$ cat config.mk
export PLATFORM = sky130hd
export DESIGN_NAME = dmm_ctl_top
export DESIGN_NICKNAME = d
export VERILOG_FILES = /design/src/verilog/dmm_ctl_pkg.sv /design/src/verilog/acq_cfg_if.sv /design/src/verilog/acq_out_if.sv /design/src/verilog/spi_register_bank.sv /design/src/verilog/acquisition_sequencer.sv /design/src/verilog/adc_mock.sv /design/src/verilog/output_mode_mux.sv /design/src/verilog/dmm_ctl_top.sv
export SDC_FILE = /design/constraint.sdc
export NUM_CORES = 1
export LEC_CHECK = 0
export BUFFER_PORTS_ARGS = -buffer_cell sky130_fd_sc_hd__buf_2
export CORE_MARGIN = 10
export CORE_UTILIZATION = 30
export DETAILED_ROUTE_END_ITERATION = 10
export GPL_ROUTABILITY_DRIVEN = 0
export GPL_TIMING_DRIVEN = 0
export HOLD_SLACK_MARGIN = 0.15
export PLACE_DENSITY_LB_ADDON = 0.05
export SLEW_MARGIN = 10
export SYNTH_ARGS = -nofsm -noshare
export SYNTH_HDL_FRONTEND = slang
export SYNTH_SLANG_ARGS = --single-unit
$ cat constraint.sdc
create_clock -name clk -period 3.95 [get_ports clk]
set_input_delay 0.1975 -clock clk [delete_from_list [all_inputs] [get_ports clk]]
set_output_delay 0.1975 -clock clk [all_outputs]
set_load 0.05 [all_outputs]
$ cat src/verilog/dmm_ctl_pkg.sv
// shared widths, register map, output modes and sequencer states
package dmm_ctl_pkg;

  //////////////////////////////////////////////////
  // widths

  localparam int CNT_W          = 24;   // count registers and spi data field
  localparam int SPI_FRAME_BITS = 32;
  localparam int SPI_CMD_BITS   = 8;    // write flag + 7 bit address
  localparam int SPI_BIT_CNT_W  = 6;    // saturating, so long frames stay distinguishable
  localparam int ADDR_W         = 7;
  localparam int NUM_SLOTS      = 4;
  localparam int SEQ_N_W        = $clog2(NUM_SLOTS) + 1;   // holds 0..4
  localparam int NUM_RW_REGS    = 9;    // addresses 0..8
  localparam int REG_IDX_W      = $clog2(NUM_RW_REGS);
  localparam int HW_FLAGS_W     = 4;

  // board output fields
  localparam int LED_W = 4;
  localparam int MON_W = 8;
  localparam int PC_W  = 2;   // precharge switches
  localparam int AZ_W  = 4;   // auto-zero mux
  // leds, monitor, pc_sw, azmux, meas_complete from bit 0 up
  localparam int OUT_W = LED_W + MON_W + PC_W + AZ_W + 1;

  localparam logic [7:0] STATUS_MAGIC = 8'b10101010;

  typedef logic [CNT_W-1:0]     count_t;
  typedef logic [1:0]           slot_idx_t;
  typedef logic [PC_W+AZ_W-1:0] slot_cfg_t;   // {pc_sw, azmux}

  //////////////////////////////////////////////////
  // register map

  typedef enum logic [ADDR_W-1:0] {
    REG_MODE      = 7'd0,
    REG_DIRECT    = 7'd1,
    REG_SEQ_N     = 7'd2,
    REG_SEQ0      = 7'd3,
    REG_SEQ1      = 7'd4,
    REG_SEQ2      = 7'd5,
    REG_SEQ3      = 7'd6,
    REG_PRECHARGE = 7'd7,
    REG_APERTURE  = 7'd8,
    REG_STATUS    = 7'd9    // read only
  } reg_addr_e;

  // other codes select all-low outputs
  typedef enum logic [2:0] {
    MODE_DIRECT  = 3'd0,
    MODE_PATTERN = 3'd3,
    MODE_SEQ     = 3'd6
  } mode_e;

  typedef enum logic [1:0] {
    SEQ_IDLE,
    SEQ_PRECHARGE,
    SEQ_MEASURE
  } seq_state_e;

endpackage

$ cat src/verilog/acq_cfg_if.sv
// acquisition configuration interface, register bank to sequencer and adc mock
`timescale 1ns/1ps

interface acq_cfg_if;
  import dmm_ctl_pkg::*;

  count_t                    seq_n;       // raw register, clamped by the sequencer
  slot_cfg_t [NUM_SLOTS-1:0] seq_slot;    // per slot {pc_sw, azmux}
  count_t                    precharge;   // clk cycles
  count_t                    aperture;    // clk cycles

  // static register contents, no handshake

  modport bank (
    output seq_n,
    output seq_slot,
    output precharge,
    output aperture
  );

  modport seq (
    input seq_n,
    input seq_slot,
    input precharge
  );

  modport adc (
    input aperture
  );

endinterface

$ cat src/verilog/acq_out_if.sv
// sequencer board-control outputs interface, to the mode selector
`timescale 1ns/1ps

interface acq_out_if;
  import dmm_ctl_pkg::*;

  logic [PC_W-1:0]  pc_sw;
  logic [AZ_W-1:0]  azmux;
  logic [LED_W-1:0] leds;
  logic [MON_W-1:0] monitor;
  logic             meas_complete;   // one cycle per finished slot

  modport src (
    output pc_sw,
    output azmux,
    output leds,
    output monitor,
    output meas_complete
  );

  modport sink (
    input pc_sw,
    input azmux,
    input leds,
    input monitor,
    input meas_complete
  );

endinterface

$ cat src/verilog/spi_register_bank.sv
// spi slave, pin synchronizers, frame decode, config registers and status readback
`timescale 1ns/1ps

module spi_register_bank (
  input  logic                                 clk,
  input  logic                                 reset_i,
  input  logic                                 spi_sck_i,
  input  logic                                 spi_cs_n_i,
  input  logic                                 spi_mosi_i,
  input  logic [dmm_ctl_pkg::HW_FLAGS_W-1:0]   hw_flags_i,
  input  dmm_ctl_pkg::slot_idx_t               sample_idx_last_i,
  output logic                                 spi_miso_o,
  output dmm_ctl_pkg::mode_e                   mode_o,
  output logic [dmm_ctl_pkg::OUT_W-1:0]        direct_o,
  acq_cfg_if.bank                              cfg
);
  import dmm_ctl_pkg::*;

  logic [2:0]                pin_meta;    // {sck, cs_n, mosi}
  logic [2:0]                pin_sync;
  logic                      sck_d;
  logic                      cs_n_d;      // also marks frame idle
  logic                      mosi_d;      // aligned with sck_rise
  logic                      sck_rise;
  logic                      sck_fall;
  logic                      cs_rise;
  logic [SPI_BIT_CNT_W-1:0]  bit_cnt;
  logic [SPI_FRAME_BITS-1:0] shift_in;
  count_t                    shift_out;
  logic                      miso_q;
  count_t                    regs [NUM_RW_REGS];
  logic [SPI_CMD_BITS-1:0]   cmd_byte;
  logic [ADDR_W-1:0]         rd_addr;
  count_t                    rd_data;
  count_t                    status_word;
  logic                      wr_flag;
  logic [ADDR_W-1:0]         wr_addr;
  count_t                    wr_data;

  //////////////////////////////////////////////////
  // pin sync and edge detect

  always_ff @(posedge clk) begin
    if (reset_i) begin
      pin_meta <= 3'b010;   // cs_n idles high
      pin_sync <= 3'b010;
    end else begin
      pin_meta <= {spi_sck_i, spi_cs_n_i, spi_mosi_i};
      pin_sync <= pin_meta;
    end
  end

  always_ff @(posedge clk) begin
    if (reset_i) begin
      sck_d    <= 1'b0;
      cs_n_d   <= 1'b1;
      mosi_d   <= 1'b0;
      sck_rise <= 1'b0;
      sck_fall <= 1'b0;
      cs_rise  <= 1'b0;
    end else begin
      sck_d    <= pin_sync[2];
      cs_n_d   <= pin_sync[1];
      mosi_d   <= pin_sync[0];
      sck_rise <= pin_sync[2] & ~sck_d & ~pin_sync[1];   // only inside a frame
      sck_fall <= ~pin_sync[2] & sck_d & ~pin_sync[1];
      cs_rise  <= pin_sync[1] & ~cs_n_d;                 // end of frame
    end
  end

  //////////////////////////////////////////////////
  // shift in, bit count

  always_ff @(posedge clk) begin
    if (reset_i) begin
      bit_cnt <= '0;
    end else if (cs_n_d) begin
      bit_cnt <= '0;
    end else if (sck_rise) begin
      shift_in <= {shift_in[SPI_FRAME_BITS-2:0], mosi_d};   // msb first
      if (bit_cnt != '1) begin
        bit_cnt <= bit_cnt + 1'b1;
      end
    end
  end

  // readback, command byte completes on the 8th rising edge
  assign cmd_byte    = {shift_in[SPI_CMD_BITS-2:0], mosi_d};
  assign rd_addr     = cmd_byte[ADDR_W-1:0];
  assign status_word = {6'b0, sample_idx_last_i, 4'b0, hw_flags_i, STATUS_MAGIC};

  always_comb begin
    rd_data = '0;   // unknown address reads zero
    if (rd_addr == REG_STATUS) begin
      rd_data = status_word;
    end else if (rd_addr < ADDR_W'(NUM_RW_REGS)) begin
      rd_data = regs[rd_addr[REG_IDX_W-1:0]];
    end
  end

  always_ff @(posedge clk) begin
    if (reset_i || cs_n_d) begin
      shift_out <= '0;
      miso_q    <= 1'b0;   // parked low between frames
    end else if (sck_rise && bit_cnt == SPI_BIT_CNT_W'(SPI_CMD_BITS - 1)) begin
      shift_out <= rd_data;
    end else if (sck_fall) begin
      miso_q    <= shift_out[CNT_W-1];
      shift_out <= {shift_out[CNT_W-2:0], 1'b0};
    end
  end

  //////////////////////////////////////////////////
  // write commit on cs_n rise, full frames only

  assign wr_flag = shift_in[SPI_FRAME_BITS-1];
  assign wr_addr = shift_in[SPI_FRAME_BITS-2 -: ADDR_W];
  assign wr_data = shift_in[CNT_W-1:0];

  always_ff @(posedge clk) begin
    if (reset_i) begin
      for (int i = 0; i < NUM_RW_REGS; i++) begin
        regs[i] <= '0;
      end
    end else if (cs_rise && wr_flag && bit_cnt == SPI_BIT_CNT_W'(SPI_FRAME_BITS)) begin
      for (int i = 0; i < NUM_RW_REGS; i++) begin
        if (wr_addr == ADDR_W'(i)) begin
          regs[i] <= wr_data;   // status and unknown addresses fall through
        end
      end
    end
  end

  assign spi_miso_o    = miso_q;
  assign mode_o        = mode_e'(regs[REG_IDX_W'(REG_MODE)][$bits(mode_e)-1:0]);
  assign direct_o      = regs[REG_IDX_W'(REG_DIRECT)][OUT_W-1:0];
  assign cfg.seq_n     = regs[REG_IDX_W'(REG_SEQ_N)];
  assign cfg.seq_slot  = {regs[REG_IDX_W'(REG_SEQ3)][$bits(slot_cfg_t)-1:0],
                          regs[REG_IDX_W'(REG_SEQ2)][$bits(slot_cfg_t)-1:0],
                          regs[REG_IDX_W'(REG_SEQ1)][$bits(slot_cfg_t)-1:0],
                          regs[REG_IDX_W'(REG_SEQ0)][$bits(slot_cfg_t)-1:0]};
  assign cfg.precharge = regs[REG_IDX_W'(REG_PRECHARGE)];
  assign cfg.aperture  = regs[REG_IDX_W'(REG_APERTURE)];

endmodule

$ cat src/verilog/acquisition_sequencer.sv
// acquisition sequencer FSM, slot precharge/auto-zero control and adc handshake
`timescale 1ns/1ps

module acquisition_sequencer (
  input  logic                   clk,
  input  logic                   reset_i,
  input  logic                   trigger_i,
  input  logic                   adc_valid_i,
  output logic                   adc_run_o,
  output dmm_ctl_pkg::slot_idx_t sample_idx_last_o,
  acq_cfg_if.seq                 cfg,
  acq_out_if.src                 acq
);
  import dmm_ctl_pkg::*;

  seq_state_e         state;
  slot_idx_t          idx;         // slot in progress
  slot_idx_t          idx_next;
  slot_idx_t          idx_last;    // final slot before wrap
  slot_idx_t          last_q;      // last completed slot
  logic [SEQ_N_W-1:0] seq_n_eff;
  count_t             pc_cnt;
  slot_cfg_t          slot_q;      // drives switches and mux
  logic               run_q;
  logic               done;

  // clamp to the slot count
  always_comb begin
    if (cfg.seq_n > count_t'(NUM_SLOTS)) begin
      seq_n_eff = SEQ_N_W'(NUM_SLOTS);
    end else begin
      seq_n_eff = cfg.seq_n[SEQ_N_W-1:0];
    end
  end

  assign idx_last = slot_idx_t'(seq_n_eff - 1'b1);
  assign idx_next = (idx == idx_last) ? '0 : idx + 1'b1;   // wrap at seq_n
  assign done     = (state == SEQ_MEASURE) && adc_valid_i;

  //////////////////////////////////////////////////
  // fsm

  always_ff @(posedge clk) begin
    if (reset_i) begin
      state  <= SEQ_IDLE;
      idx    <= '0;
      last_q <= '0;
      pc_cnt <= '0;
      slot_q <= '0;
      run_q  <= 1'b0;
    end else begin
      case (state)
        SEQ_IDLE: begin
          if (trigger_i && seq_n_eff != '0) begin
            idx    <= '0;
            slot_q <= cfg.seq_slot[0];
            pc_cnt <= '0;
            state  <= SEQ_PRECHARGE;
          end
        end
        SEQ_PRECHARGE: begin
          if (pc_cnt >= cfg.precharge) begin
            run_q <= 1'b1;   // start adc
            state <= SEQ_MEASURE;
          end else begin
            pc_cnt <= pc_cnt + 1'b1;
          end
        end
        SEQ_MEASURE: begin
          if (adc_valid_i) begin
            run_q  <= 1'b0;
            last_q <= idx;
            // trigger checked only at the slot boundary
            if (trigger_i && seq_n_eff != '0) begin
              idx    <= idx_next;
              slot_q <= cfg.seq_slot[idx_next];   // next slot applied now
              pc_cnt <= '0;
              state  <= SEQ_PRECHARGE;
            end else begin
              state <= SEQ_IDLE;
            end
          end
        end
        default: state <= SEQ_IDLE;
      endcase
    end
  end

  assign adc_run_o         = run_q;
  assign sample_idx_last_o = last_q;

  assign acq.pc_sw         = slot_q[AZ_W +: PC_W];
  assign acq.azmux         = slot_q[AZ_W-1:0];
  assign acq.meas_complete = done;   // registered by the mode mux
  assign acq.leds          = (state == SEQ_IDLE) ? '0 : LED_W'(1) << idx;   // one-hot slot
  assign acq.monitor       = {last_q, idx, adc_valid_i, run_q, state};

endmodule

$ cat src/verilog/adc_mock.sv
// mock adc, aperture counter with single-cycle valid
`timescale 1ns/1ps

module adc_mock (
  input  logic   clk,
  input  logic   reset_i,
  input  logic   adc_run_i,
  output logic   adc_valid_o,
  acq_cfg_if.adc cfg
);
  import dmm_ctl_pkg::*;

  count_t cnt;       // cycles with run high
  count_t ap_eff;
  logic   valid_q;

  assign ap_eff = (cfg.aperture == '0) ? CNT_W'(1) : cfg.aperture;   // 0 acts as 1

  always_ff @(posedge clk) begin
    if (reset_i) begin
      cnt     <= '0;
      valid_q <= 1'b0;
    end else begin
      valid_q <= adc_run_i && (cnt == ap_eff);   // passes once per run
      if (!adc_run_i) begin
        cnt <= '0;
      end else if (cnt <= ap_eff) begin
        cnt <= cnt + 1'b1;   // stops one past the aperture
      end
    end
  end

  assign adc_valid_o = valid_q;

endmodule

$ cat src/verilog/output_mode_mux.sv
// output mode selector, test pattern counter and registered board outputs
`timescale 1ns/1ps

module output_mode_mux (
  input  logic                              clk,
  input  logic                              reset_i,
  input  dmm_ctl_pkg::mode_e                mode_i,
  input  logic [dmm_ctl_pkg::OUT_W-1:0]     direct_i,
  acq_out_if.sink                           acq,
  output logic [dmm_ctl_pkg::LED_W-1:0]     leds_o,
  output logic [dmm_ctl_pkg::MON_W-1:0]     monitor_o,
  output logic [dmm_ctl_pkg::PC_W-1:0]      pc_sw_o,
  output logic [dmm_ctl_pkg::AZ_W-1:0]      azmux_o,
  output logic                              meas_complete_o
);
  import dmm_ctl_pkg::*;

  logic [OUT_W-1:0] pat_cnt;    // free running
  logic [OUT_W-1:0] seq_vec;
  logic [OUT_W-1:0] sel_vec;
  logic [OUT_W-1:0] out_q;

  always_ff @(posedge clk) begin
    if (reset_i) begin
      pat_cnt <= '0;
    end else begin
      pat_cnt <= pat_cnt + 1'b1;
    end
  end

  // same field order as the direct register
  assign seq_vec = {acq.meas_complete, acq.azmux, acq.pc_sw, acq.monitor, acq.leds};

  always_comb begin
    case (mode_i)
      MODE_DIRECT:  sel_vec = direct_i;
      MODE_PATTERN: sel_vec = pat_cnt;   // board bring-up
      MODE_SEQ:     sel_vec = seq_vec;
      default:      sel_vec = '0;        // unused modes, everything low
    endcase
  end

  always_ff @(posedge clk) begin
    if (reset_i) begin
      out_q <= '0;
    end else begin
      out_q <= sel_vec;
    end
  end

  //////////////////////////////////////////////////
  // unpack onto pins

  assign {meas_complete_o, azmux_o, pc_sw_o, monitor_o, leds_o} = out_q;

endmodule

$ cat src/verilog/dmm_ctl_top.sv
// acquisition board controller top, register bank, sequencer, adc mock and mode mux
`timescale 1ns/1ps

module dmm_ctl_top (
  input  logic                                clk,
  input  logic                                reset_i,

  // spi
  input  logic                                spi_sck_i,
  input  logic                                spi_cs_n_i,
  input  logic                                spi_mosi_i,
  output logic                                spi_miso_o,

  input  logic [dmm_ctl_pkg::HW_FLAGS_W-1:0]  hw_flags_i,
  input  logic                                trigger_i,

  // board outputs
  output logic [dmm_ctl_pkg::LED_W-1:0]       leds_o,
  output logic [dmm_ctl_pkg::MON_W-1:0]       monitor_o,
  output logic [dmm_ctl_pkg::PC_W-1:0]        pc_sw_o,
  output logic [dmm_ctl_pkg::AZ_W-1:0]        azmux_o,
  output logic                                meas_complete_o
);
  import dmm_ctl_pkg::*;

  mode_e            mode;
  logic [OUT_W-1:0] direct;
  slot_idx_t        sample_idx_last;
  logic             adc_run;
  logic             adc_valid;

  acq_cfg_if acq_cfg ();
  acq_out_if acq_out ();

  spi_register_bank u_regs (
    .clk               (clk),
    .reset_i           (reset_i),
    .spi_sck_i         (spi_sck_i),
    .spi_cs_n_i        (spi_cs_n_i),
    .spi_mosi_i        (spi_mosi_i),
    .hw_flags_i        (hw_flags_i),
    .sample_idx_last_i (sample_idx_last),
    .spi_miso_o        (spi_miso_o),
    .mode_o            (mode),
    .direct_o          (direct),
    .cfg               (acq_cfg.bank)
  );

  acquisition_sequencer u_seq (
    .clk               (clk),
    .reset_i           (reset_i),
    .trigger_i         (trigger_i),
    .adc_valid_i       (adc_valid),
    .adc_run_o         (adc_run),
    .sample_idx_last_o (sample_idx_last),
    .cfg               (acq_cfg.seq),
    .acq               (acq_out.src)
  );

  adc_mock u_adc (
    .clk         (clk),
    .reset_i     (reset_i),
    .adc_run_i   (adc_run),
    .adc_valid_o (adc_valid),
    .cfg         (acq_cfg.adc)
  );

  output_mode_mux u_mux (
    .clk             (clk),
    .reset_i         (reset_i),
    .mode_i          (mode),
    .direct_i        (direct),
    .acq             (acq_out.sink),
    .leds_o          (leds_o),
    .monitor_o       (monitor_o),
    .pc_sw_o         (pc_sw_o),
    .azmux_o         (azmux_o),
    .meas_complete_o (meas_complete_o)
  );

endmodule

# [Word-level counts from Yosys, hierarchy flattened]
# Memories as Yosys holds them, arrays and structs flattened.
# Index checks and enable logic that the tools add are counted.
[classes] n_mux=78 n_reduce_logical=26 n_shift=1 eq_ne=23 magnitude_cmp=5 addsub=6 bitwise_logic=21 n_mul=0 div_mod_pow=0
[op_table] cell="2-to-1 mux 24 bit" n=17
[op_table] cell="one-hot mux 24 bit (3 select lines)" n=1
[op_table] cell="one-hot mux 19 bit (3 select lines)" n=1
[op_table] cell="adder 24 x 1 -> 24 bit (second input constant)" n=2
[op_table] cell="2-to-1 mux 1 bit" n=41
[op_table] cell="equality test 7 x 3 -> 1 bit (second input constant)" n=4
[op_table] cell="equality test 24 bit" n=1
[op_table] cell="greater-or-equal comparator 24 bit" n=1
[op_table] cell="greater-than comparator 24 x 3 -> 1 bit (second input constant)" n=1
[op_table] cell="less-or-equal comparator 24 bit" n=1
[op_table] cell="logical NOT 24 bit" n=1
[op_table] cell="2-to-1 mux 6 bit" n=4
[op_table] cell="adder 19 x 1 -> 19 bit (second input constant)" n=1
[op_table] cell="equality test 7 x 2 -> 1 bit (second input constant)" n=2
[op_table] cell="equality test 7 x 4 -> 1 bit (second input constant)" n=2
[op_table] cell="2-to-1 mux 2 bit" n=7
[op_table] cell="binary-select mux 6 bit (select 2 bit)" n=1
[op_table] cell="one-hot mux 6 bit (2 select lines)" n=1
[op_table] cell="AND reduction 3 bit" n=4
[op_table] cell="bitwise OR 1 bit" n=9
[op_table] cell="equality test 7 x 1 -> 1 bit (second input constant)" n=1
[op_table] cell="logical NOT 7 bit" n=1
[op_table] cell="less-than comparator 7 x 4 -> 1 bit (second input constant)" n=1
[op_table] cell="inverter 1 bit" n=7
[op_table] cell="other kinds (30)" n=48
[totals] wordCells=183 ramBits=216 rom_bits=0 latchBits=0 register_bits=175 inputBits=10 mem_count=1
[memory_table] name="u_regs.regs" words=9 word_bits=24 read_ports=10 rd_ports_with_merged_regs=0 write_ports=9 line="spi_register_bank.sv:31" text="count_t regs [NUM_RW_REGS];"

# [Longest topological paths before layout]
# An unclocked memory read counts as a cell.
[logic_depth] depth_word=11 depth_mapped=13 ltp_nobuf=11

# [Modules after synthesis]
# From an unflattened synthesis, not the netlist that was laid out.
[unflattened] hier_cells=1528 area_unflattened_um2=18371.4
[modules_own_cells] module="spi_register_bank" instances=1 cells_per_inst=710 area_each_um2=11701.2
[modules_own_cells] module="acquisition_sequencer" instances=1 cells_per_inst=345 area_each_um2=2757.6
[modules_own_cells] module="adc_mock" instances=1 cells_per_inst=288 area_each_um2=2207.1
[modules_own_cells] module="output_mode_mux" instances=1 cells_per_inst=185 area_each_um2=1705.4

# [Worst setup path before layout]
# OpenSTA, ideal clock, no wires.
[synth_path] path_type="flip-flop to flip-flop" start="memory u_regs.regs[2][18] (netlist name)" end="register u_seq.pc_cnt[14]" required_time_ns=3.880 path_stages_with_launch=12 arrival_time_ns=3.062 period_less_slack_ns=3.132 path_slack_ns=0.818 n_path_buf=0 path_cell_list="edfxtp_1 nor4_1 nand2_1 nor4_4 inv_1 ha_1 and3_1 a211oi_1 and2_1 a21oi_2 or4b_2 a21oi_1"
[synth_lines] element="start, declared" line="spi_register_bank.sv:31"
[synth_lines] element="end signal, assigned" line="acquisition_sequencer.sv:66" text="pc_cnt <= pc_cnt + 1'b1;"
[synth_lines] element="end, declared" line="acquisition_sequencer.sv:22" text="count_t pc_cnt;"

==> run metrics <==
first drt pass iteration count 5; crit path max fanout 10; gr usage total 15.6%; sequential cell fraction of total power 49.0%; top-area cell type share of the netlist area 43.0%; final wirelength 52800 µm; Synth Area per Inst 12.4 µm²; initial antenna violation count 0; FP Rows 88; setup ws final approximately 0.23 ns; WL per Instance 23.1 µm; most instantiated cells after synthesis 248 x edfxtp_1, 143 x dfxtp_1, 110 x nor2_1, 106 x a21oi_1, 77 x nand2_1; flops & latches, synth a little under 400; Static Leakage 6.88 nW; vias in the first global route 11700; H-tree levels 2; Detailed Place HPWL 37900 µm; root buf cell clkbuf_16; CTS clock-pin slew for the worst setup and hold paths 0.06 ns; Worst setup EP type register; WP data required 4.40 ns; most area-consuming cells after synthesis edfxtp_1 43%, dfxtp_1 17%, mux4_2 6.2%; NetSw approximately 0.0022 W; sequential area share after synthesis between 50% and 60%; Critical Path AT approximately 4.2 ns; WHS Path Cells 5; Final min period 3.72 ns; Clk network pwr share between 40% and 50%; dominant synthesized flop cell edfxtp_1; Placeable Area 57500 µm²; most frequent cell after synthesis edfxtp_1; final hold violation count 0; Max Freq between 0.2 and 0.3 GHz; via count 11600; RSZ-0062 raised after global routing no; Worst Tran Pin Value 1.22 ns; Clock Latency Late Sink 0.60 ns; Max Slew Vio Count 0; largest net degree at the start of global routing 33; Synth Cell Area between 15000 and 20000 µm²; Initial Util a little under a third; Post-Synthesis Cells about 1400; Slew HR between 10% and 20%; die area 67800 µm²; kind of critical path reg -> reg; # IOs 30; ys async rst share 0%; status completed; first-pass GRT wire length 78700 µm; grt total ovfl 0; R2R depth 13; total negative setup slack 0 ns; period utilization 94.2%; Max clock buf depth 3; number of synthesized flops with an enable pin between 200 and 250; Antenna Violating Nets Remaining 0; HP Class in -> reg; Int Pwr 0.00715 W; crit path launch type register; Peak supply drop about 0.29 mV; MaxCap Viol Count 0; Net Sw Frac 23.4%; PD cells 464 nW/µm²; CTS tree done; CTS Sinks 391; DRT iter0 DRCs 734; clock skew between 0.01 and 0.015 ns; Die Height 260 µm; largest area contributor in the netlist edfxtp_1; Port Buf Inserts 29; dpl ws -0.501 ns; Diodes inserted 0; Yosys cell types 63; placed insts 2193; Comb pwr share 4.6%; post-synth net total 1465; Vias/cell about 5.1; DRC 0; area grow syn2layout 16.2%; nets 1554; ratio of cells with drive above 1 in the final layout 12.6%; YS warnings 0; total CTS buffers 47; final std cells w/o fill 2290; final setup violation count 0; die width about 260 µm
## power by group through the flow
stage	clock network, W	logic, W	registers (W)
detailed placement	0	0.000435	0.00466
finish	0.00433	0.000432	0.00457
CTS	0.00446	0.000443	0.00457
floorplan	0	0.000268	0.00460
global route	0.00461	0.000476	0.00458
global placement	0	0.000431	0.00466
## final timing paths
check / startpoint / end / slack [ns]
setup / recovery: u_regs.regs[2][2] / u_seq.pc_cnt[15] / 0.23
hold / removal: trigger_i / u_seq.idx[1] / 0.23
setup reg to reg: u_regs.regs[2][2] / u_seq.pc_cnt[15] / 0.23
hold reg to reg: u_regs.sck_d / u_regs.sck_rise / 0.41
## state kept, by name, indices dropped and copies added, names as in the netlist
signal                   count
u_regs.sck_fall              1
u_regs.mosi_d                1
u_seq.state                  2
u_regs.cs_n_d                1
u_regs.regs                216
u_seq.pc_cnt                24
u_mux.pat_cnt               19
u_regs.sck_rise              1
u_regs.sck_d                 1
u_seq.slot_q                 6
u_seq.sample_idx_last_o      2
u_regs.pin_sync              3
u_mux.out_q                 19
u_regs.bit_cnt               6
u_seq.adc_run_o              1
u_seq.idx                    2
u_adc.adc_valid_o            1
u_regs.pin_meta              3
u_regs.cs_rise               1
u_adc.cnt                   24
u_regs.spi_miso_o            1
u_regs.shift_out            24
u_regs.shift_in             32
## final cells by class
| type | count | area (µm²) |
|---|---|---|
| clock buffers | 59 | 1260 |
| fillers | 5727 | 37300 |
| inverters | 67 | 251 |
| plain buffers | 70 | 285 |
| multi-input cells | 869 | 6520 |
| flip-flops and latches | 391 | 10300 |
| repair buffers | 40 | 270 |
| well taps | 765 | 957 |
| clock inverters | 29 | 278 |
## cells by family after synthesis
kind of cell / share of synthesized area (%)
compound gates: 10.6
xor+xnor: 1.37
fa+ha+maj: 4.19
buf+inv: 3.10
flops: 59.5
mux: 8.84
simple gates: 12.4
## critical path: stages (launching register included)
cell	delay [ns]
edfxtp_1	0.51
nor4_1	0.38
nand2_1	0.31
nor4_4	0.22
inv_1	0.07
ha_1	0.20
and3_1	0.23
a211oi_4	0.41
and2_1	0.31
a21oi_2	0.13
buf_2	0.24
buf_4	0.21
o31ai_1	0.25
a21oi_1	0.09
## per-stage QoR
step / area, µm² / hold WS, ns / utilization (%) / power (W)
after floorplan: 17300 / 0.301 / - / 0.00487
after global placement: 18400 / 0.383 / 32.1 / 0.00509
after detailed placement: 18500 / 0.388 / 32.1 / 0.00509
after CTS: 20100 / 0.206 / 35.0 / 0.00947
after global routing: 20100 / 0.267 / 35.0 / 0.00967
final: 20100 / 0.230 / 35.0 / 0.00934
## layer usage
metal | part of all wire, % | track usage, % | wire length (µm)
met1 | 48 | 21.9 | 25100
met2 | 47 | 25.0 | 24600
met3 | 4.2 | 2.31 | 2200
met4 | 1.6 | 3.92 | 848
met5 | 0 | 0 | 0
## layout by cell type (no fill, tap or decap), types with 38 or more instances in the layout
cell / n
nand2_1: 77
dfxtp_1: 143
clkbuf_16: 47
mux4_2: 48
a21oi_1: 106
buf_2: 38
clkbuf_1: 55
nor2_1: 110
mux2i_1: 45
inv_1: 67
ha_1: 58
edfxtp_1: 248
## timing repair
action | in CTS | in global routing
endpoints found under the hold margin | 7 | 0
hold buffers | 7 | 0
gates cloned | 0 | 0
endpoints found under the setup margin | 31 | 14
gates resized for setup | 4 | 1
pin swaps | 0 | 2
buffers inserted | 0 | 2
(Power assumes the default switching activity.)
